**src/dramPkg.sv**
```systemverilog
`default_nettype none
// ----------------------------------------
// DRAM subsystem package
// Geometry, queue depth, latency and command codes
// ----------------------------------------
package dramPkg;

	// ----------------------------------------
	// Word geometry
	// ----------------------------------------
	localparam int AddressWidth = 10;
	localparam int DataWidth = 64;
	localparam int ByteWidth = 8;
	// One mask bit per byte lane
	localparam int MaskWidth = DataWidth / ByteWidth;
	localparam int MemoryWords = 1 << AddressWidth;

	// ----------------------------------------
	// Command codes (MIG style)
	// ----------------------------------------
	localparam int CommandWidth = 3;
	localparam logic [CommandWidth-1:0] CmdWrite = 3'd0;
	localparam logic [CommandWidth-1:0] CmdRead = 3'd1;

	// ----------------------------------------
	// Queues, latency, calibration
	// ----------------------------------------
	localparam int QueueDepth = 4;
	localparam int QueuePointerWidth = $clog2(QueueDepth);
	// Count must reach QueueDepth itself
	localparam int QueueCountWidth = $clog2(QueueDepth + 1);
	// Issue to read-data-valid, array register included
	localparam int ReadLatency = 4;
	localparam int ReturnStages = ReadLatency - 1;
	localparam int CalibrationCycles = 16;
	localparam int CalibrationCountWidth = $clog2(CalibrationCycles);

endpackage
`default_nettype wire

```
**src/dramIfs.sv**
```systemverilog
`default_nettype none


// Write data queue head, data and byte mask
interface memWriteIf import dramPkg::*; ();
	logic headValid;
	logic pop;
	logic [DataWidth-1:0] data;
	logic [MaskWidth-1:0] mask;

	modport queue (
		output headValid, data, mask,
		input pop
	);
	modport scheduler (
		input headValid, data, mask,
		output pop
	);
endinterface

`default_nettype wire

```
**src/writeDataQueue.sv**
```systemverilog
`default_nettype none
`timescale 1ns/1ps
// ----------------------------------------
// Write data queue
// Data beats with their byte masks, ready while not full
// ----------------------------------------
module writeDataQueue import dramPkg::*; (
	input logic MemoryClock,
	input logic rstN,
	input logic [DataWidth-1:0] data,
	input logic [MaskWidth-1:0] mask,
	input logic valid,
	output logic ready,
	memWriteIf.queue head
);

	// Mask stays with its beat
	logic [DataWidth-1:0] dataSlots [QueueDepth];
	logic [MaskWidth-1:0] maskSlots [QueueDepth];

	logic [QueuePointerWidth-1:0] writePointer;
	logic [QueuePointerWidth-1:0] readPointer;
	logic [QueueCountWidth-1:0] entryCount;
	logic push;

	assign ready = (entryCount != QueueCountWidth'(QueueDepth));
	assign push = valid & ready;

	assign head.headValid = (entryCount != '0);
	assign head.data = dataSlots[readPointer];
	assign head.mask = maskSlots[readPointer];

	// ----------------------------------------
	// Pointers and occupancy
	// ----------------------------------------
	always_ff @(posedge MemoryClock or negedge rstN) begin
		if (!rstN) begin
			writePointer <= '0;
			readPointer <= '0;
			entryCount <= '0;
		end else begin
			if (push) begin
				writePointer <= (writePointer == QueuePointerWidth'(QueueDepth - 1)) ?
					'0 : writePointer + 1'b1;
			end
			// Pop driven by the command/data join
			if (head.pop) begin
				readPointer <= (readPointer == QueuePointerWidth'(QueueDepth - 1)) ?
					'0 : readPointer + 1'b1;
			end
			if (push && !head.pop) entryCount <= entryCount + 1'b1;
			else if (!push && head.pop) entryCount <= entryCount - 1'b1;
		end
	end

	always_ff @(posedge MemoryClock) begin
		if (push) begin
			dataSlots[writePointer] <= data;
			maskSlots[writePointer] <= mask;
		end
	end

endmodule
`default_nettype wire

```
**src/flat_wrapper.sv**
```systemverilog
// flat-port wrapper written by rule: the top's interface ports become plain ports
module writeDataQueue_flat import dramPkg::*;
  (MemoryClock, rstN, data, mask, valid, ready, head_headValid, head_data, head_mask, head_pop);
  memWriteIf head_i ();
  input logic MemoryClock;
  input logic rstN;
  input logic [DataWidth-1:0] data;
  input logic [MaskWidth-1:0] mask;
  input logic valid;
  output logic ready;
  output wire logic [$bits(head_i.headValid)-1:0] head_headValid;
  output wire logic [$bits(head_i.data)-1:0] head_data;
  output wire logic [$bits(head_i.mask)-1:0] head_mask;
  input wire logic [$bits(head_i.pop)-1:0] head_pop;
  assign head_headValid = head_i.headValid;
  assign head_data = head_i.data;
  assign head_mask = head_i.mask;
  assign head_i.pop = head_pop;
  writeDataQueue u_core (.MemoryClock(MemoryClock), .rstN(rstN), .data(data), .mask(mask), .valid(valid), .ready(ready), .head(head_i));
endmodule
```
**config.mk**
```make
export PLATFORM = sky130hd
export DESIGN_NAME = writeDataQueue_flat
export DESIGN_NICKNAME = d
export VERILOG_FILES = /design/src/dramPkg.sv /design/src/dramIfs.sv /design/src/writeDataQueue.sv /design/src/flat_wrapper.sv
export SDC_FILE = /design/constraint.sdc
export NUM_CORES = 1
export LEC_CHECK = 0
export BUFFER_PORTS_ARGS = -buffer_cell sky130_fd_sc_hd__buf_2
export CAP_MARGIN = 30
export CORE_MARGIN = 1
export CORE_UTILIZATION = 60
export DETAILED_ROUTE_END_ITERATION = 7
export PLACE_DENSITY_LB_ADDON = 0.2
export SLEW_MARGIN = 20
export SYNTH_ARGS = -nofsm -noshare
export SYNTH_HDL_FRONTEND = slang
export SYNTH_SLANG_ARGS = --single-unit
```
**constraint.sdc**
```tcl
create_clock -name MemoryClock -period 6.35 [get_ports MemoryClock]
set_clock_uncertainty 0.15 [all_clocks]
set_input_delay 0.635 -clock MemoryClock [delete_from_list [all_inputs] [get_ports MemoryClock]]
set_output_delay 0.635 -clock MemoryClock [all_outputs]
set_load 0.02 [all_outputs]
```
==> metrics.yaml <==
port_buffers: 149
slew_headroom_pct: 53.4
synthMuxAreaShare_pct: 15.5
grt_pass1_wl_um: 28300
grt_max_degree: 51
crit_path_end_kind: "output pin"
root_buffer: "clkbuf_16"
finalCritPeriodShare_pct: 50.4
drv_cap: 0
final_util_pct: 72.6
ant_nets: 0
required_ps: 5560
clk_latency_ps: 520
synth-xor-area-share_pct: 0.243
clk_path_buf_depth: 3
synth_simple_gate_area_share_pct: 0.462
htreeDepth: 1
antenna_found_initial: 0
final_common_cell: "edfxtp_1"
power_frac_seq_pct: 44.8
slowest_delay_ps: 610
status: "completed"
power.internal_mw: 4.18
pwr-share-comb_pct: 31.8
synth_fa_ha_area_share_pct: 0.878
final_max_slew_viol_count: 0
initial_core_util_pct: 61.9
final_cell_mix: "288 x edfxtp_1, 149 x buf_2, 72 x mux4_2, 27 x clkbuf_16, 11 x clkbuf_1"
grt_usage_pct: 21.2
avgSynthCellArea_um2: 26.2
vias_per_cell: 5.75
async_flop_share_pct: 2.37
core_area_um2: 17500
ys_ff_latch: 295
io_pins: 150
path_class: "reg -> out"
dp_hpwl_um: 11200
synth_fp_nets: 496
grt_pass1_vias: 5027
critPathArrivalTime_ps: 2420
multiInputGateArea_um2: 1870
ys.flop_type: "edfxtp_1"
holdPathStages: 1
p_switching_mw: 1.90
max_freq_ghz: 0.312
hold_path_class: "in -> reg"
num-fill-cells: 1033
tritoncts: "built"
rsz0062_at_grt: "false"
dieArea_um2: 18600
synth_compound_area_share_pct: 0.104
place_ws_ps: 2990
synth_top_family_by_area: "multiplexers"
diodes: 0
fp.dieH_um: 136
postRouteWirelength_um: 18800
drt_pass1_iterations: 6
cp_cell_sequence: "buf_4 -> mux4_2 -> buf_2"
die_w_um: 136
synth_area_um2: 10800
cts.sinks: 295
synth-edff-count: 288
p_sw_share_pct: 31.3
finalSetupViolations: 0
drt_drc_violations_left: 0
syn2layout_area_growth_pct: 17.1
tns_ps: 0
clk_pin_slew_worst_paths_ps: 60
stdcell_count: 828
critPathMaxFanout: 32
dp.cells: 777
drt_iter0_drc: 335
ir_drop_uv: 387
power_density_nw_per_um2: 480
yosysWarnings: 0
routed-via-count: 4762
num_rows: 48
yosys.cell_types.count: 17
wl_per_cell_um: 22.7
fin_ws_ps: 3150
r2r_setup_slack_ps: 4010
drive_above_1_share_pct: 45.6
gr-total-overflow: 0
cp-start-kind: "flop"
seqCellArea_um2: 8830
nNetsFinal: 666
ys_seq_area_share_pct: 81.5
postSynthCellCount: 413
globalplace.congestion: 0.750
period_needed_ps: 3200
numCtsBuffers: 27
worst_pin_slew_ps: 699
hold_viol: 0
crit_slowest_cell: "mux4_2"
p_leak_nw: 4.34
p_clk_share_pct: 23.4
reg2reg_depth: 4
-- final cells by class --
class / instances / area share [%]
flip-flops and latches: 295 / 69.6
multi-input cells: 98 / 14.8
repair buffers: 157 / 7.20
clock buffers: 38 / 5.65
well taps: 225 / 2.22
clock inverters: 11 / 0.405
inverters: 4 / 0.118
-- cells in the mapped netlist (2+ instances only) --
cell	n	area share [%]
nor2_1	4	0.14
mux2_2	5	0.52
dfrtp_1	7	1.6
edfxtp_1	288	80
buf_6	7	0.73
and2_1	4	0.23
xor2_1	2	0.16
ha_1	6	0.69
mux4_2	72	15
inv_1	4	0.14
buf_2	8	0.37
-- metrics by stage --
stage	area [µm²]	total power, mW	hold slack (ps)
5_1_grt	12700	6.37	163
3_5_place_dp	11900	4.72	330
3_3_place_gp	11800	4.62	324
6_report	12700	6.08	176
2_1_floorplan	10800	4.12	189
4_1_cts	12700	6.15	161
-- timing repair --
action                    4_1_cts  5_1_grt
resized for setup               0        0
hold endpoints to repair        7        0
hold buffers                    1        0
setup buffers                   0        0
-- cell families after synthesis --
| kind of cell | count (synthesis) |
|---|---|
| DFF | 295 |
| muxes | 77 |
| buffers and inverters | 20 |
| and+or+nand+nor | 10 |
| adders and majority gates | 7 |
| xor gates and xnor gates | 3 |
| AOI/OAI and AO/OA | 1 |
-- final timing paths --
path	from	end
min	mask[0]	u_core.maskSlots[2][0]$_DFFE_PP_
min reg2reg	u_core.entryCount[2]$_DFFE_PN0P_	u_core.entryCount[2]$_DFFE_PN0P_
max	u_core.readPointer[0]$_DFFE_PN0P_	head_data[62]
max reg2reg	u_core.entryCount[0]$_DFFE_PN0P_	u_core.dataSlots[3][35]$_DFFE_PP_
min in group asynchronous	rstN	u_core.entryCount[2]$_DFFE_PN0P_
max in group asynchronous	rstN	u_core.readPointer[1]$_DFFE_PN0P_
-- routing by layer --
layer,part of all wire [%],wire length (µm),vias to the layer above,global-route usage [%]
met5,0,0,-,0
met3,6.0,1140,25,4.33
met2,52,9850,157,36.6
met4,1.6,297,0,4.94
li1,-,-,2107,-
met1,40,7510,2473,27.9
-- critical path, delay by kind of cell (launching register included) --
| family | cells | cell delay (ps) |
|---|---|---|
| DFF | 1 | 540 |
| buffers and inverters | 2 | 730 |
| muxes | 1 | 610 |
-- registers in the layout (all words and copies together), names as in the netlist --
signal / cells
u_core.dataSlots: 256
u_core.entryCount: 3
u_core.maskSlots: 32
u_core.readPointer: 2
u_core.writePointer: 2
-- power by group through the flow --
stage | Combinational, mW | Sequential (mW) | Clock, mW
2_1_floorplan | 1.42 | 2.70 | 0
3_3_place_gp | 1.74 | 2.89 | 0
3_5_place_dp | 1.88 | 2.84 | 0
4_1_cts | 1.89 | 2.80 | 1.45
5_1_grt | 2.08 | 2.76 | 1.53
6_report | 1.93 | 2.73 | 1.42
No activity file was read; power rests on OpenSTA's default activity.
