$ cat config.mk
export PLATFORM = sky130hd
export DESIGN_NAME = commandQueue_flat
export DESIGN_NICKNAME = d
export VERILOG_FILES = /design/src/dramPkg.sv /design/src/dramIfs.sv /design/src/commandQueue.sv /design/src/flat_wrapper.sv
export SDC_FILE = /design/constraint.sdc
export NUM_CORES = 1
export LEC_CHECK = 0
export BUFFER_PORTS_ARGS = -buffer_cell sky130_fd_sc_hd__buf_2
export CORE_MARGIN = 8
export CORE_UTILIZATION = 40
export CTS_CLUSTER_DIAMETER = 100
export DETAILED_ROUTE_END_ITERATION = 12
export HOLD_SLACK_MARGIN = 0.15
export PLACE_DENSITY = 0.64
export SLEW_MARGIN = 0
export SYNTH_ARGS = -nofsm -noshare
export SYNTH_HDL_FRONTEND = slang
export SYNTH_SLANG_ARGS = --single-unit
$ cat constraint.sdc
create_clock -name MemoryClock -period 2.3 [get_ports MemoryClock]
set_input_delay 0.23 -clock MemoryClock [delete_from_list [all_inputs] [get_ports MemoryClock]]
set_output_delay 0.23 -clock MemoryClock [all_outputs]
set_load 0.01 [all_outputs]
$ cat src/dramPkg.sv
`default_nettype none
// ----------------------------------------
// DRAM subsystem package
// Geometry, queue depth, latency and command codes
// ----------------------------------------
package dramPkg;

	// ----------------------------------------
	// Word geometry
	// ----------------------------------------
	localparam int AddressWidth = 10;
	localparam int DataWidth = 64;
	localparam int ByteWidth = 8;
	// One mask bit per byte lane
	localparam int MaskWidth = DataWidth / ByteWidth;
	localparam int MemoryWords = 1 << AddressWidth;

	// ----------------------------------------
	// Command codes (MIG style)
	// ----------------------------------------
	localparam int CommandWidth = 3;
	localparam logic [CommandWidth-1:0] CmdWrite = 3'd0;
	localparam logic [CommandWidth-1:0] CmdRead = 3'd1;

	// ----------------------------------------
	// Queues, latency, calibration
	// ----------------------------------------
	localparam int QueueDepth = 4;
	localparam int QueuePointerWidth = $clog2(QueueDepth);
	// Count must reach QueueDepth itself
	localparam int QueueCountWidth = $clog2(QueueDepth + 1);
	// Issue to read-data-valid, array register included
	localparam int ReadLatency = 4;
	localparam int ReturnStages = ReadLatency - 1;
	localparam int CalibrationCycles = 16;
	localparam int CalibrationCountWidth = $clog2(CalibrationCycles);

endpackage
`default_nettype wire

$ cat src/dramIfs.sv
`default_nettype none
`timescale 1ns/1ps
// ----------------------------------------
// Internal buses of the DRAM subsystem
// Queue heads toward the scheduler, access to the array
// ----------------------------------------

// Command queue head
interface memCommandIf import dramPkg::*; ();
	logic headValid;
	logic pop;
	logic [CommandWidth-1:0] command;
	logic [AddressWidth-1:0] address;

	modport queue (
		output headValid, command, address,
		input pop
	);
	// Pop only while headValid
	modport scheduler (
		input headValid, command, address,
		output pop
	);
endinterface

`default_nettype wire

$ cat src/commandQueue.sv
`default_nettype none
`timescale 1ns/1ps
// ----------------------------------------
// Command queue
// Holds command code and address and is ready while not full
// ----------------------------------------
module commandQueue import dramPkg::*; (
	input logic MemoryClock,
	input logic rstN,
	input logic [CommandWidth-1:0] command,
	input logic [AddressWidth-1:0] address,
	input logic valid,
	output logic ready,
	memCommandIf.queue head
);

	// Entry storage
	logic [CommandWidth-1:0] commandSlots [QueueDepth];
	logic [AddressWidth-1:0] addressSlots [QueueDepth];

	logic [QueuePointerWidth-1:0] writePointer;
	logic [QueuePointerWidth-1:0] readPointer;
	logic [QueueCountWidth-1:0] entryCount;
	logic push;

	// Space left means ready
	assign ready = (entryCount != QueueCountWidth'(QueueDepth));
	assign push = valid & ready;

	// Oldest entry at the head
	assign head.headValid = (entryCount != '0);
	assign head.command = commandSlots[readPointer];
	assign head.address = addressSlots[readPointer];

	// ----------------------------------------
	// Pointers and occupancy
	// ----------------------------------------
	always_ff @(posedge MemoryClock or negedge rstN) begin
		if (!rstN) begin
			writePointer <= '0;
			readPointer <= '0;
			entryCount <= '0;
		end else begin
			if (push) begin
				// Wrap at the last slot
				writePointer <= (writePointer == QueuePointerWidth'(QueueDepth - 1)) ?
					'0 : writePointer + 1'b1;
			end
			if (head.pop) begin
				readPointer <= (readPointer == QueuePointerWidth'(QueueDepth - 1)) ?
					'0 : readPointer + 1'b1;
			end
			// Simultaneous push and pop leaves count unchanged
			if (push && !head.pop) entryCount <= entryCount + 1'b1;
			else if (!push && head.pop) entryCount <= entryCount - 1'b1;
		end
	end

	// Entry write
	always_ff @(posedge MemoryClock) begin
		if (push) begin
			commandSlots[writePointer] <= command;
			addressSlots[writePointer] <= address;
		end
	end

endmodule
`default_nettype wire

$ cat src/flat_wrapper.sv
// flat-port wrapper written by rule: the top's interface ports become plain ports
module commandQueue_flat import dramPkg::*;
  (MemoryClock, rstN, command, address, valid, ready, head_headValid, head_command, head_address, head_pop);
  memCommandIf head_i ();
  input logic MemoryClock;
  input logic rstN;
  input logic [CommandWidth-1:0] command;
  input logic [AddressWidth-1:0] address;
  input logic valid;
  output logic ready;
  output wire logic [$bits(head_i.headValid)-1:0] head_headValid;
  output wire logic [$bits(head_i.command)-1:0] head_command;
  output wire logic [$bits(head_i.address)-1:0] head_address;
  input wire logic [$bits(head_i.pop)-1:0] head_pop;
  assign head_headValid = head_i.headValid;
  assign head_command = head_i.command;
  assign head_address = head_i.address;
  assign head_i.pop = head_pop;
  commandQueue u_core (.MemoryClock(MemoryClock), .rstN(rstN), .command(command), .address(address), .valid(valid), .ready(ready), .head(head_i));
endmodule
==> results.md <==
* Global route total overflow at 0
* Iteration-0 DRC Markers at 56
* Placer Congestion at 0.6518
* Total CTS buffers at 9
* Largest net degree at the start of global routing at 16
* Register area share after synthesis at 74.30%
* DIE HEIGHT at 92.44 um
* Core Rows at 28
* Worst path arrival time at 2.29 ns
* Crit path launch type: flip-flop
* R2R depth at 8
* GRT Util Overall at 10.82%
* Distinct cells, synth at 20
* Post-synth ARST share at 11.86%
* Hpwl dp at 2721 um
* Die outline width at 92.44 um
* HP Class: input port to flip-flop
* WL/cell at 17.02 um
* Layout cell share with drive strength beyond 1 at 39.29%
* Ratio of routed vias to standard cells at 4.786
* CTS resizes at 0
* Number of global-route vias before repair at 1338
* Worst path cell trace: nor2_1 -> a21boi_2 -> ha_1 -> inv_1 -> fa_1 -> xor2_1 -> nor2_1 -> xor2_1
* MaxCap Viol Count at 0
* Post-route clock period utilization at 88.71%
* Area delta synth->final at 25.32%
* Hold path depth at 2
* Number of antenna-violating nets in the routed design at 0
* Worst-skew pair later-pin latency at 0.32 ns
* Reg2reg start: u_core.entryCount[0]
* Clk slew on worst S/H paths at 0.07 ns
* Primary FF master, synth: edfxtp_1
* Slew Limit Fails at 0
* Longest Clk Path Bufs at 2
* Count leader, synth: edfxtp_1
* Die ar. at 8545 um^2
* DRC at 0
* First-pass iteration count of the detailed router at 4
* CP max-delay cell: dfrtp_1
* Number of antenna violations at the first check in global routing at 0
* DP Worst Slack at 0.2653 ns
* Worst reg2reg path endpoint: u_core.entryCount[2]
* Status: finished, final reports clean
* IO Count at 32
* Worst IR drop on VDD at 0.0006281 V
* Max frequency at 490.1 MHz
* First-pass GRT wire length at 6748 um
* Ys Warns at 0
* CTS tree: built
* Critical Path Sink Type: flip-flop
* Worst slew margin at 56.05%
* Mean Syn Cell Area at 22.26 um^2
* HP Start: head_pop
* TritonCTS Sinks at 59
* Core area at 5781 um^2
* RSZ-0062 raised after global routing: false
* Crit path kind: flip-flop to flip-flop
* Final #Nets at 187
* Post-Syn Nets at 129
* Crit-path max FO at 7
* Via count at 1163
* Critical path required time at 2.55 ns
* Final Util at 50.67%
* Setup TNS at 0 ns
* Synth top area share at 66.81%
* Port Buffer Count at 31
* Synth top cells by count: 52 x edfxtp_1, 8 x mux4_2, 7 x dfrtp_1, 6 x ha_1, 5 x mux4_1
* Hold Fails Final Rpt at 0
* Setup Skew at 0.007829 ns
* Min Clock Period, post-route at 2.040 ns
* Max stage delay on crit path at 0.44 ns
* Cell taking the most area after synthesis: edfxtp_1
* Worst Max-Slew Pin Slew at 0.6593 ns
* Synth Register Bits at 59
* EDFF count, synth at 52
* Worst Setup Slack, final at 0.2596 ns
* Reg-to-reg setup timing slack at 0.26 ns
* WL final at 4135 um
* Synthesized netlist cell count at 105
* Static Leak at 1.094 nW
* Setup-failing EPs final at 0
* Most area-consuming cells after synthesis: edfxtp_1 67%, mux4_2 7.7%, dfrtp_1 7.5%
* Synth Cell Area at 2337 um^2
* Antenna diodes at 0
* Hold worst-path end: u_core.readPointer[1]
* H-tree levels at 3
* Starting Density at 40.43%
* Root Buffer: clkbuf_8
* Pwr dens at 1192 nW/um^2
flip-flops by register name (all words and copies together), names as in the netlist:
signal,cells
u_core.readPointer,2
u_core.commandSlots,12
u_core.addressSlots,40
u_core.writePointer,2
u_core.entryCount,3
worst max path at each step:
stage | from | end | slack (ns) | depth (start not counted)
2_1_floorplan | u_core.entryCount[0] | u_core.entryCount[2] | 0.51 | 8
3_3_place_gp | u_core.entryCount[0] | u_core.entryCount[2] | 0.43 | 8
3_5_place_dp | u_core.entryCount[0] | u_core.entryCount[2] | 0.27 | 8
4_1_cts | u_core.readPointer[0] | head_address[9] | 0.25 | 3
5_1_grt | u_core.entryCount[0] | u_core.entryCount[2] | 0.1 | 8
6_report | u_core.entryCount[0] | u_core.entryCount[2] | 0.26 | 8
power breakdown:
group | total (W) | internal [W] | switching (W)
clock | 0.000919 | 0.000506 | 0.000412
sequential | 0.00159 | 0.00143 | 0.000154
combinational | 0.000985 | 0.000507 | 0.000478
total | 0.00349 | 0.00245 | 0.00104
per-layer routing:
layer  share of wire, %  routed length, um  vias up  GRT usage [%]
met3                5.5                226        6          3.803
li1                   -                  -      541              -
met5                  0                  0        -              0
met2                 54               2246       32          19.49
met4                1.2                 51        0          6.040
met1                 39               1610      584          10.57
kinds of logic (layout without fill, tap and decap cells):
group                    count (synthesis)  after routing  share of synthesized area, %
adder cells (fa/ha/maj)                  7              7                         4.068
XOR/XNOR                                 3              3                         1.124
AO/OA/AOI/OAI                            2              2                        0.8566
flip-flops                              59             59                         74.30
multiplexers                            17             17                         15.26
buffers and inverters                    7             70                         2.194
AND/OR/NAND/NOR                         10             10                         2.194
metrics by stage:
stage / instance area, um^2 / hold slack (ns) / cells / total power, W
floorplan: 2337 / -0.06559 / 105 / 0.002255
global placement: 2587 / 0.06914 / 213 / 0.002538
detailed placement: 2587 / 0.07883 / 213 / 0.002609
CTS: 2929 / 0.1643 / 243 / 0.003555
global route: 2929 / 0.1651 / 243 / 0.003703
finish: 2929 / 0.1864 / 243 / 0.003491
placed cells by master (no fill, tap or decap), types with 2 or more instances in the layout:
cell type      synthesis  routed
edfxtp_1              52      52
buf_2                  1      31
dlygate4sd3_1          0      14
clkbuf_8               0       9
mux4_2                 8       8
dfrtp_1                7       7
ha_1                   6       6
mux4_1                 5       5
buf_4                  0       5
inv_1                  4       4
and2_1                 4       4
mux2_2                 4       4
nor2_1                 3       3
clkinv_4               0       3
xor2_1                 2       2
worst max-delay path: cells and delay by family, from the launching register on:
kind	cells	cell delay, ns
XOR/XNOR	2	0.31
buffers and inverters	1	0.06
adder cells (fa/ha/maj)	2	0.63
flip-flops	1	0.44
AND/OR/NAND/NOR	2	0.23
AO/OA/AOI/OAI	1	0.28
what timing repair did:
action,CTS,global route
endpoints found under the hold margin,59,0
hold buffers,14,0
buffers inserted,0,0
final cells by class:
type | instances | area [um^2]
clock buffers | 9 | 123.9
clock inverters | 7 | 77.57
fillers | 472 | 2851
inverters | 4 | 15.01
multi-input cells | 39 | 549.3
flip-flops and latches | 59 | 1737
well taps | 75 | 93.84
repair buffers | 50 | 332.8
No activity file was read; power rests on OpenSTA's default activity.
