===== src/dramPkg.sv =====
`default_nettype none
// ----------------------------------------
// DRAM subsystem package
// Geometry, queue depth, latency and command codes
// ----------------------------------------
package dramPkg;

	// ----------------------------------------
	// Word geometry
	// ----------------------------------------
	localparam int AddressWidth = 10;
	localparam int DataWidth = 64;
	localparam int ByteWidth = 8;
	// One mask bit per byte lane
	localparam int MaskWidth = DataWidth / ByteWidth;
	localparam int MemoryWords = 1 << AddressWidth;

	// ----------------------------------------
	// Command codes (MIG style)
	// ----------------------------------------
	localparam int CommandWidth = 3;
	localparam logic [CommandWidth-1:0] CmdWrite = 3'd0;
	localparam logic [CommandWidth-1:0] CmdRead = 3'd1;

	// ----------------------------------------
	// Queues, latency, calibration
	// ----------------------------------------
	localparam int QueueDepth = 4;
	localparam int QueuePointerWidth = $clog2(QueueDepth);
	// Count must reach QueueDepth itself
	localparam int QueueCountWidth = $clog2(QueueDepth + 1);
	// Issue to read-data-valid, array register included
	localparam int ReadLatency = 4;
	localparam int ReturnStages = ReadLatency - 1;
	localparam int CalibrationCycles = 16;
	localparam int CalibrationCountWidth = $clog2(CalibrationCycles);

endpackage
`default_nettype wire


===== src/dramIfs.sv =====
`default_nettype none
`timescale 1ns/1ps
// ----------------------------------------
// Internal buses of the DRAM subsystem
// Queue heads toward the scheduler, access to the array
// ----------------------------------------

// Command queue head
interface memCommandIf import dramPkg::*; ();
	logic headValid;
	logic pop;
	logic [CommandWidth-1:0] command;
	logic [AddressWidth-1:0] address;

	modport queue (
		output headValid, command, address,
		input pop
	);
	// Pop only while headValid
	modport scheduler (
		input headValid, command, address,
		output pop
	);
endinterface

// Write data queue head, data and byte mask
interface memWriteIf import dramPkg::*; ();
	logic headValid;
	logic pop;
	logic [DataWidth-1:0] data;
	logic [MaskWidth-1:0] mask;

	modport queue (
		output headValid, data, mask,
		input pop
	);
	modport scheduler (
		input headValid, data, mask,
		output pop
	);
endinterface

// One-cycle access strobe, array always accepts
interface memAccessIf import dramPkg::*; ();
	logic enable;
	logic isWrite;
	logic [AddressWidth-1:0] address;
	logic [DataWidth-1:0] data;
	logic [MaskWidth-1:0] mask;

	modport source (output enable, isWrite, address, data, mask);
	modport sink (input enable, isWrite, address, data, mask);
endinterface
`default_nettype wire


===== src/accessScheduler.sv =====
`default_nettype none
`timescale 1ns/1ps
// ----------------------------------------
// Access scheduler
// Calibration hold-off, write command/data join, issue
// ----------------------------------------
module accessScheduler import dramPkg::*; (
	input logic MemoryClock,
	input logic rstN,
	memCommandIf.scheduler commands,
	memWriteIf.scheduler writes,
	memAccessIf.source access,
	output logic calibrationComplete
);

	logic [CalibrationCountWidth-1:0] calibrationCount;
	logic headIsRead;
	logic headIsWrite;
	logic headIsUnknown;
	logic writeJoined;

	// ----------------------------------------
	// Calibration period after reset
	// ----------------------------------------
	always_ff @(posedge MemoryClock or negedge rstN) begin
		if (!rstN) begin
			calibrationCount <= '0;
			calibrationComplete <= 1'b0;
		end else if (!calibrationComplete) begin
			// Last count sets the flag, then counting stops
			if (calibrationCount == CalibrationCountWidth'(CalibrationCycles - 1)) begin
				calibrationComplete <= 1'b1;
			end
			calibrationCount <= calibrationCount + 1'b1;
		end
	end

	// ----------------------------------------
	// Head decode
	// ----------------------------------------
	assign headIsRead = commands.headValid & (commands.command == CmdRead);
	assign headIsWrite = commands.headValid & (commands.command == CmdWrite);
	// Anything else is dropped
	assign headIsUnknown = commands.headValid & ~headIsRead & ~headIsWrite;

	// Write leaves only with a data beat beside it
	assign writeJoined = headIsWrite & writes.headValid;

	// ----------------------------------------
	// Pops, in order, nothing before calibration
	// ----------------------------------------
	// A waiting write blocks everything behind it
	assign commands.pop = calibrationComplete & (headIsRead | writeJoined | headIsUnknown);
	// Data queue pops together with its command
	assign writes.pop = calibrationComplete & writeJoined;

	// ----------------------------------------
	// Access strobe to the array
	// ----------------------------------------
	assign access.enable = calibrationComplete & (headIsRead | writeJoined);
	assign access.isWrite = headIsWrite;
	assign access.address = commands.address;
	assign access.data = writes.data;
	assign access.mask = writes.mask;

endmodule
`default_nettype wire


===== src/flat_wrapper.sv =====
// flat-port wrapper written by rule: the top's interface ports become plain ports
module accessScheduler_flat import dramPkg::*;
  (MemoryClock, rstN, calibrationComplete, commands_headValid, commands_command, commands_address, commands_pop, writes_headValid, writes_data, writes_mask, writes_pop, access_enable, access_isWrite, access_address, access_data, access_mask);
  memCommandIf commands_i ();
  memWriteIf writes_i ();
  memAccessIf access_i ();
  input logic MemoryClock;
  input logic rstN;
  output logic calibrationComplete;
  input wire logic [$bits(commands_i.headValid)-1:0] commands_headValid;
  input wire logic [$bits(commands_i.command)-1:0] commands_command;
  input wire logic [$bits(commands_i.address)-1:0] commands_address;
  output wire logic [$bits(commands_i.pop)-1:0] commands_pop;
  input wire logic [$bits(writes_i.headValid)-1:0] writes_headValid;
  input wire logic [$bits(writes_i.data)-1:0] writes_data;
  input wire logic [$bits(writes_i.mask)-1:0] writes_mask;
  output wire logic [$bits(writes_i.pop)-1:0] writes_pop;
  output wire logic [$bits(access_i.enable)-1:0] access_enable;
  output wire logic [$bits(access_i.isWrite)-1:0] access_isWrite;
  output wire logic [$bits(access_i.address)-1:0] access_address;
  output wire logic [$bits(access_i.data)-1:0] access_data;
  output wire logic [$bits(access_i.mask)-1:0] access_mask;
  assign commands_i.headValid = commands_headValid;
  assign commands_i.command = commands_command;
  assign commands_i.address = commands_address;
  assign commands_pop = commands_i.pop;
  assign writes_i.headValid = writes_headValid;
  assign writes_i.data = writes_data;
  assign writes_i.mask = writes_mask;
  assign writes_pop = writes_i.pop;
  assign access_enable = access_i.enable;
  assign access_isWrite = access_i.isWrite;
  assign access_address = access_i.address;
  assign access_data = access_i.data;
  assign access_mask = access_i.mask;
  accessScheduler u_core (.MemoryClock(MemoryClock), .rstN(rstN), .commands(commands_i), .writes(writes_i), .access(access_i), .calibrationComplete(calibrationComplete));
endmodule

===== config.mk =====
export PLATFORM = sky130hd
export DESIGN_NAME = accessScheduler_flat
export DESIGN_NICKNAME = d
export VERILOG_FILES = /design/src/dramPkg.sv /design/src/dramIfs.sv /design/src/accessScheduler.sv /design/src/flat_wrapper.sv
export SDC_FILE = /design/constraint.sdc
export NUM_CORES = 1
export LEC_CHECK = 0
export BUFFER_PORTS_ARGS = -buffer_cell sky130_fd_sc_hd__buf_2
export CAP_MARGIN = 10
export CORE_AREA = 2 2 68 70
export DETAILED_ROUTE_END_ITERATION = 7
export DIE_AREA = 0 0 70 72
export GPL_TIMING_DRIVEN = 1
export MAX_ROUTING_LAYER = met4
export PLACE_DENSITY = 0.69
export SLEW_MARGIN = 0
export SYNTH_ARGS = -nofsm -noshare
export SYNTH_HDL_FRONTEND = slang
export SYNTH_SLANG_ARGS = --single-unit

===== constraint.sdc =====
create_clock -name MemoryClock -period 2.1 [get_ports MemoryClock]
set_clock_uncertainty 0.15 [all_clocks]
set_input_delay 0.21 -clock MemoryClock [delete_from_list [all_inputs] [get_ports MemoryClock]]
set_output_delay 0.21 -clock MemoryClock [all_outputs]
set_load 0.01 [all_outputs]

==> impl_metrics.tcl, run 1 <==
set metrics [dict create \
    outcome "completed" \
    drive_gt1_share_pct 44.4 \
    cts_tree "built" \
    p_leak_nw 0.195 \
    worst_pin_slew_ps 234 \
    crit_type "register to output pin" \
    gr-usage-all-layers_pct 5.58 \
    root_buffer "clkbuf_8" \
    path_clk_slew_ps 30 \
    fillCellCount 501 \
    grt_max_degree 10 \
    antenna_found_initial 0 \
    crit_buf_inv 1 \
    drt-vias-per-instance 3.89 \
    area_delta_synth_final_pct -50.7 \
    dpl_cell_area_um2 380 \
    syn_avg_cell_area_um2 8.58 \
    worstPathMaxFanout 9 \
    timing.fmax_ghz 0.628 \
    dieHeight_um 72 \
    diodes 0 \
    num_io_pins 176 \
    synth_area_um2 883 \
    power_density_nw_per_um2 667 \
    cp_top_family "flip-flops" \
    crit-reg2reg-launch "u_core.calibrationCount[0]" \
    ant_nets 0 \
    rsz0062_at_grt "false" \
    die_w_um 70 \
    drt_iter0_drc 0 \
    synthCells 103 \
    hold_violations 0 \
    regToRegSetupSlack_ps 870 \
    cp_cell_sequence "nor4bb_1 > o21a_1 > buf_2" \
    fin_nets 127 \
    cts-resized-gates 0 \
    fin_ws_ps 509 \
    io_buffers 11 \
    die_area_um2 5040 \
    core_um2 4260 \
    numCtsBuffers 3 \
    tns_ps 0 \
    critPathSlowestCell "dfrtp_1" \
    clock-sinks 5 \
    worstPathRequired_ps 1740 \
    cap_viol_max_count 0 \
    period_share_pct 75.8 \
    ff2ff_path_depth 2 \
    finalCriticalPeriod_ps 1590 \
    start_util_pct 20.7 \
    cts_max_level 1 \
    num_vias 342 \
    whs_ps 176 \
    place_ws_ps 726 \
    route.detailed.drc 0 \
    worst_setup_path_end_kind "output pin" \
    finalPower_w 0.000290 \
    vdd_drop_max_v 0.000165 \
    grt_pass1_vias 335 \
    ys_warn_count 0 \
    r2r_end "u_core.calibrationCount[1]" \
    avgRoutedWirePerCell_um 17.2 \
    rows 24 \
    place_congestion 0.738 \
    stdcell_area_um2 435 \
    clockBufferDepth 2 \
    ys_seq_area_share_pct 14.2 \
    hold_class "input port to async pin" \
    startpoint_type "register" \
    crit_arrival_ps 1230 \
    timing.slew.headroom_pct 84.2 \
    firstDrtPassIters 1 \
    insertion_delay_ps 220 \
    grt_pass1_wl_um 1980 \
    cp_slowest_stage_delay_ps 460 \
    finalMaxSlewViolations 0 \
    synth_seq_cells 5 \
    finalSetupViolations 0 \
    synth.net_count 193 \
    routed_wl_um 1510 \
    ys_types 15 \
    grt_overflow 0 \
]
how the worst max path moves through the flow:
stage          slack (ps)                       start  cells past startpoint             to
4_1_cts               490  u_core.calibrationComplete                      3  access_enable
5_1_grt               420  u_core.calibrationComplete                      3  access_enable
2_1_floorplan         830  u_core.calibrationComplete                      3  access_enable
3_3_place_gp          750  u_core.calibrationComplete                      3  access_enable
3_5_place_dp          730  u_core.calibrationComplete                      3  access_enable
6_report              510  u_core.calibrationComplete                      3  access_enable
timing repair:
action | CTS | global route
hold endpoints to repair | 5 | 0
buffers inserted | 0 | 0
hold buffers | 1 | 0
flip-flops by register name (all words and copies together) (netlist names):
register and cells:
u_core.calibrationCount 4, u_core.calibrationComplete 1
kinds of logic after synthesis:
group / Yosys count / share of synthesized area (%)
compound gates: 2 / 1.84
xor+xnor: 3 / 2.98
fa+ha+maj: 1 / 1.42
buf+inv: 83 / 70.5
flops: 5 / 14.2
mux: 1 / 1.27
simple gates: 8 / 7.79
placed cells by master, fill, tap and decap left out, drive strengths merged:
cell type,n
ha,1
nor2,1
a31o,1
nand2,1
nor4b,1
dfrtp,5
mux2,1
and3,1
nor4bb,1
o21a,1
clkbuf,4
nand2b,1
xnor2,3
dlygate4sd3,1
nand4b,1
nor4,1
buf,11
worst reg2reg max path, cell delays in order, from the launching register on:
cell and delay [ps]:
dfrtp_1 390, ha_1 290, mux2_1 280
stage by stage:
stage,utilization (%),cells
detailed placement,8.92,83
global route,10.2,88
global placement,8.92,83
floorplan,-,103
CTS,10.2,88
finish,10.2,88
synthesized netlist by cell type:
library cell | count | area (µm²)
nand2_1 | 1 | 3.75
ha_1 | 1 | 12.5
buf_4 | 83 | 623
a31o_2 | 1 | 8.76
dfrtp_1 | 5 | 125
mux2_1 | 1 | 11.3
o21a_1 | 1 | 7.51
nor4b_4 | 1 | 23.8
nor4_1 | 1 | 6.26
nand4b_1 | 1 | 8.76
and3_1 | 1 | 6.26
nor2_1 | 1 | 3.75
xnor2_1 | 3 | 26.3
nand2b_1 | 1 | 6.26
nor4bb_1 | 1 | 10.0
routing by layer:
metal  GRT usage (%)  part of all wire [%]  vias to the layer above
met4            7.91                    10                        0
met3            7.08                    31                       36
met1            3.46                    22                      124
li1                -                     -                      109
met2            5.93                    37                       73
met5               -                     0                        -
where the power goes:
| part | switching, W | total, W | internal, W |
|---|---|---|---|
| Clock | 0.0000416 | 0.000171 | 0.000130 |
| Combinational | 0.0000115 | 0.0000219 | 0.0000104 |
| Sequential | 0 | 0.0000970 | 0.0000970 |
final cells by class:
type,count,area (µm²),share of cell area (%)
Clock buffer,4,45.0,10.3
Multi-Input combinational cell,15,135,31.0
Sequential cell,5,125,28.7
Tap cell,52,65.1,14.9
Timing Repair Buffer,12,65.1,14.9
(Power assumes the default switching activity.)
==> inputs of run 2 (changes only) <==
clock period = 1.61 ns   (was 2.1 ns; I/O delays follow)
==> run 2 against run 1 <==
Core utilization is 0.18 points higher. Power increased by 34%. Sequential share of layout area down 0.49 points. Register-to-register slack worse by 500 ps. Routed wire length decreased by 0.13%. Global-route usage increased by 0.51 points. First-iteration DRC count is 8 higher. Cell count is 1.1% higher. Critical path type unchanged.
==> impl_metrics.tcl, run 2 (synthesized netlist as in run 1, its figures left out) <==
set metrics [dict create \
    met2_usage_pct 7.20 \
    power_density_nw_per_um2 876 \
    p_seq_share_pct 32.6 \
    period_share_pct 90.2 \
    finalCriticalPeriod_ps 1450 \
    hold_violations 0 \
    p_leak_nw 0.199 \
    internal_power_w 0.000310 \
    cts_hold_buf 1 \
    met1_usage_pct 3.63 \
    clockBufferDepth 2 \
    routed_wl_um 1510 \
    timing.fmax_ghz 0.688 \
    io_buffers 11 \
    worstPathMaxFanout 4 \
    layout_common_cells "11 x buf_2, 5 x dfrtp_1, 3 x xnor2_1, 3 x clkbuf_8" \
    ant_nets 0 \
    start_util_pct 20.7 \
    outcome "completed" \
    place_ws_ps 370 \
    finalSetupViolations 0 \
    p_switching_w 0.0000778 \
    ff2ff_path_depth 2 \
    firstDrtPassIters 2 \
    dpl_cell_area_um2 388 \
    fin_nets 128 \
    die_w_um 70 \
    grt_overflow 0 \
    cts_setup_buffers 0 \
    gr-usage-all-layers_pct 6.09 \
    drt-vias-per-instance 3.83 \
    path_clk_slew_ps 40 \
    biggestRegsByFlops "u_core.calibrationCount (4), u_core.calibrationComplete (1)" \
    route.detailed.drc 0 \
    cts_max_level 1 \
    timing.slew.headroom_pct 81.9 \
    finalMaxSlewViolations 0 \
    diodes 0 \
    p_sw_share_pct 20.0 \
    cts-resized-gates 0 \
    p_comb_share_pct 7.4 \
    cap_viol_max_count 0 \
    rsz0062_at_grt "false" \
    largest_reg_flops 4 \
    insertion_delay_ps 220 \
    area_delta_synth_final_pct -49.9 \
    numCtsBuffers 3 \
    clkPwrFrac_pct 60.0 \
    placed_cells 84 \
    vdd_drop_max_v 0.000156 \
    rows 24 \
    hold_class "input port to async pin" \
    antenna_found_initial 0 \
    clock-sinks 5 \
    dieHeight_um 72 \
    worst_setup_path_end_kind "output pin" \
    worst_pin_slew_ps 267 \
    crit_arrival_ps 1140 \
    place_congestion 0.712 \
    layout.cells.non_filler 89 \
    busiest_layer "met3" \
    num_vias 341 \
    met3_usage_pct 7.92 \
    stdcell_area_um2 443 \
    fin_util_pct 10.4 \
    die_area_um2 5040 \
    largest_register "u_core.calibrationCount" \
    drive_gt1_share_pct 45.9 \
    avgRoutedWirePerCell_um 16.9 \
    cts_tree "built" \
    root_buffer "clkbuf_8" \
    fillCellCount 507 \
    grt_pass1_vias 393 \
    worstPathRequired_ps 1300 \
    fin_ws_ps 157 \
    crit_type "register to output pin" \
    startpoint_type "register" \
    grt_pass1_wl_um 2170 \
    drt_iter0_drc 8 \
    num_io_pins 176 \
    tns_ps 0 \
    final_common_cell "buf_2" \
    grt_max_degree 7 \
    core_um2 4260 \
]
## run 2: cell count changes in the layout (fill, tap and decap cells not counted), sizes merged
| cell | delta |
|---|---|
| buf | +1 |
## run 2: area by class of cell
class	instances	area [µm²]	share of cell area (%)
sequential	5	125	28.2
tap	52	65.1	14.7
clock buffer	4	45.0	10.2
multi-input combinational	15	135	30.5
timing repair buffer	13	72.6	16.4
## run 2: power groups by stage
stage | Sequential, W | Combinational (W) | Clock (W)
2_1_floorplan | 0.000128 | 0.000218 | 0
3_3_place_gp | 0.000128 | 0.0000268 | 0
3_5_place_dp | 0.000128 | 0.0000277 | 0
4_1_cts | 0.000126 | 0.0000295 | 0.000243
5_1_grt | 0.000126 | 0.0000324 | 0.000250
6_report | 0.000126 | 0.0000286 | 0.000233
## run 2: path summary, 6_finish.rpt
kind	start	endpoint	slack [ps]
worst max-delay path	u_core.calibrationComplete	access_enable	160
worst min-delay path	rstN	u_core.calibrationCount[2]	130
worst max register to register	u_core.calibrationCount[0]	u_core.calibrationCount[1]	370
worst min register to register	u_core.calibrationCount[3]	u_core.calibrationCount[3]	330
max in group asynchronous	rstN	u_core.calibrationCount[0]	1040
min in group MemoryClock	writes_data[13]	access_data[13]	170
## run 2: critical path, stage by stage, from the launching register on
cell,delay [ps]
dfrtp_1,370
nor4bb_1,260
o21a_1,160
buf_2,130
## run 2: metrics by stage
step / power (W) / hold WS [ps]
after CTS: 0.000399 / 130
after global routing: 0.000409 / 156
after global placement: 0.000155 / -168
after detailed placement: 0.000156 / -164
final: 0.000388 / 134
after floorplan: 0.000346 / -285
## run 2: per-layer routing
metal	routed length (µm)	share of wire, %
met1	319	21
met2	580	38
met3	458	30
met4	150	9.9
met5	0	0
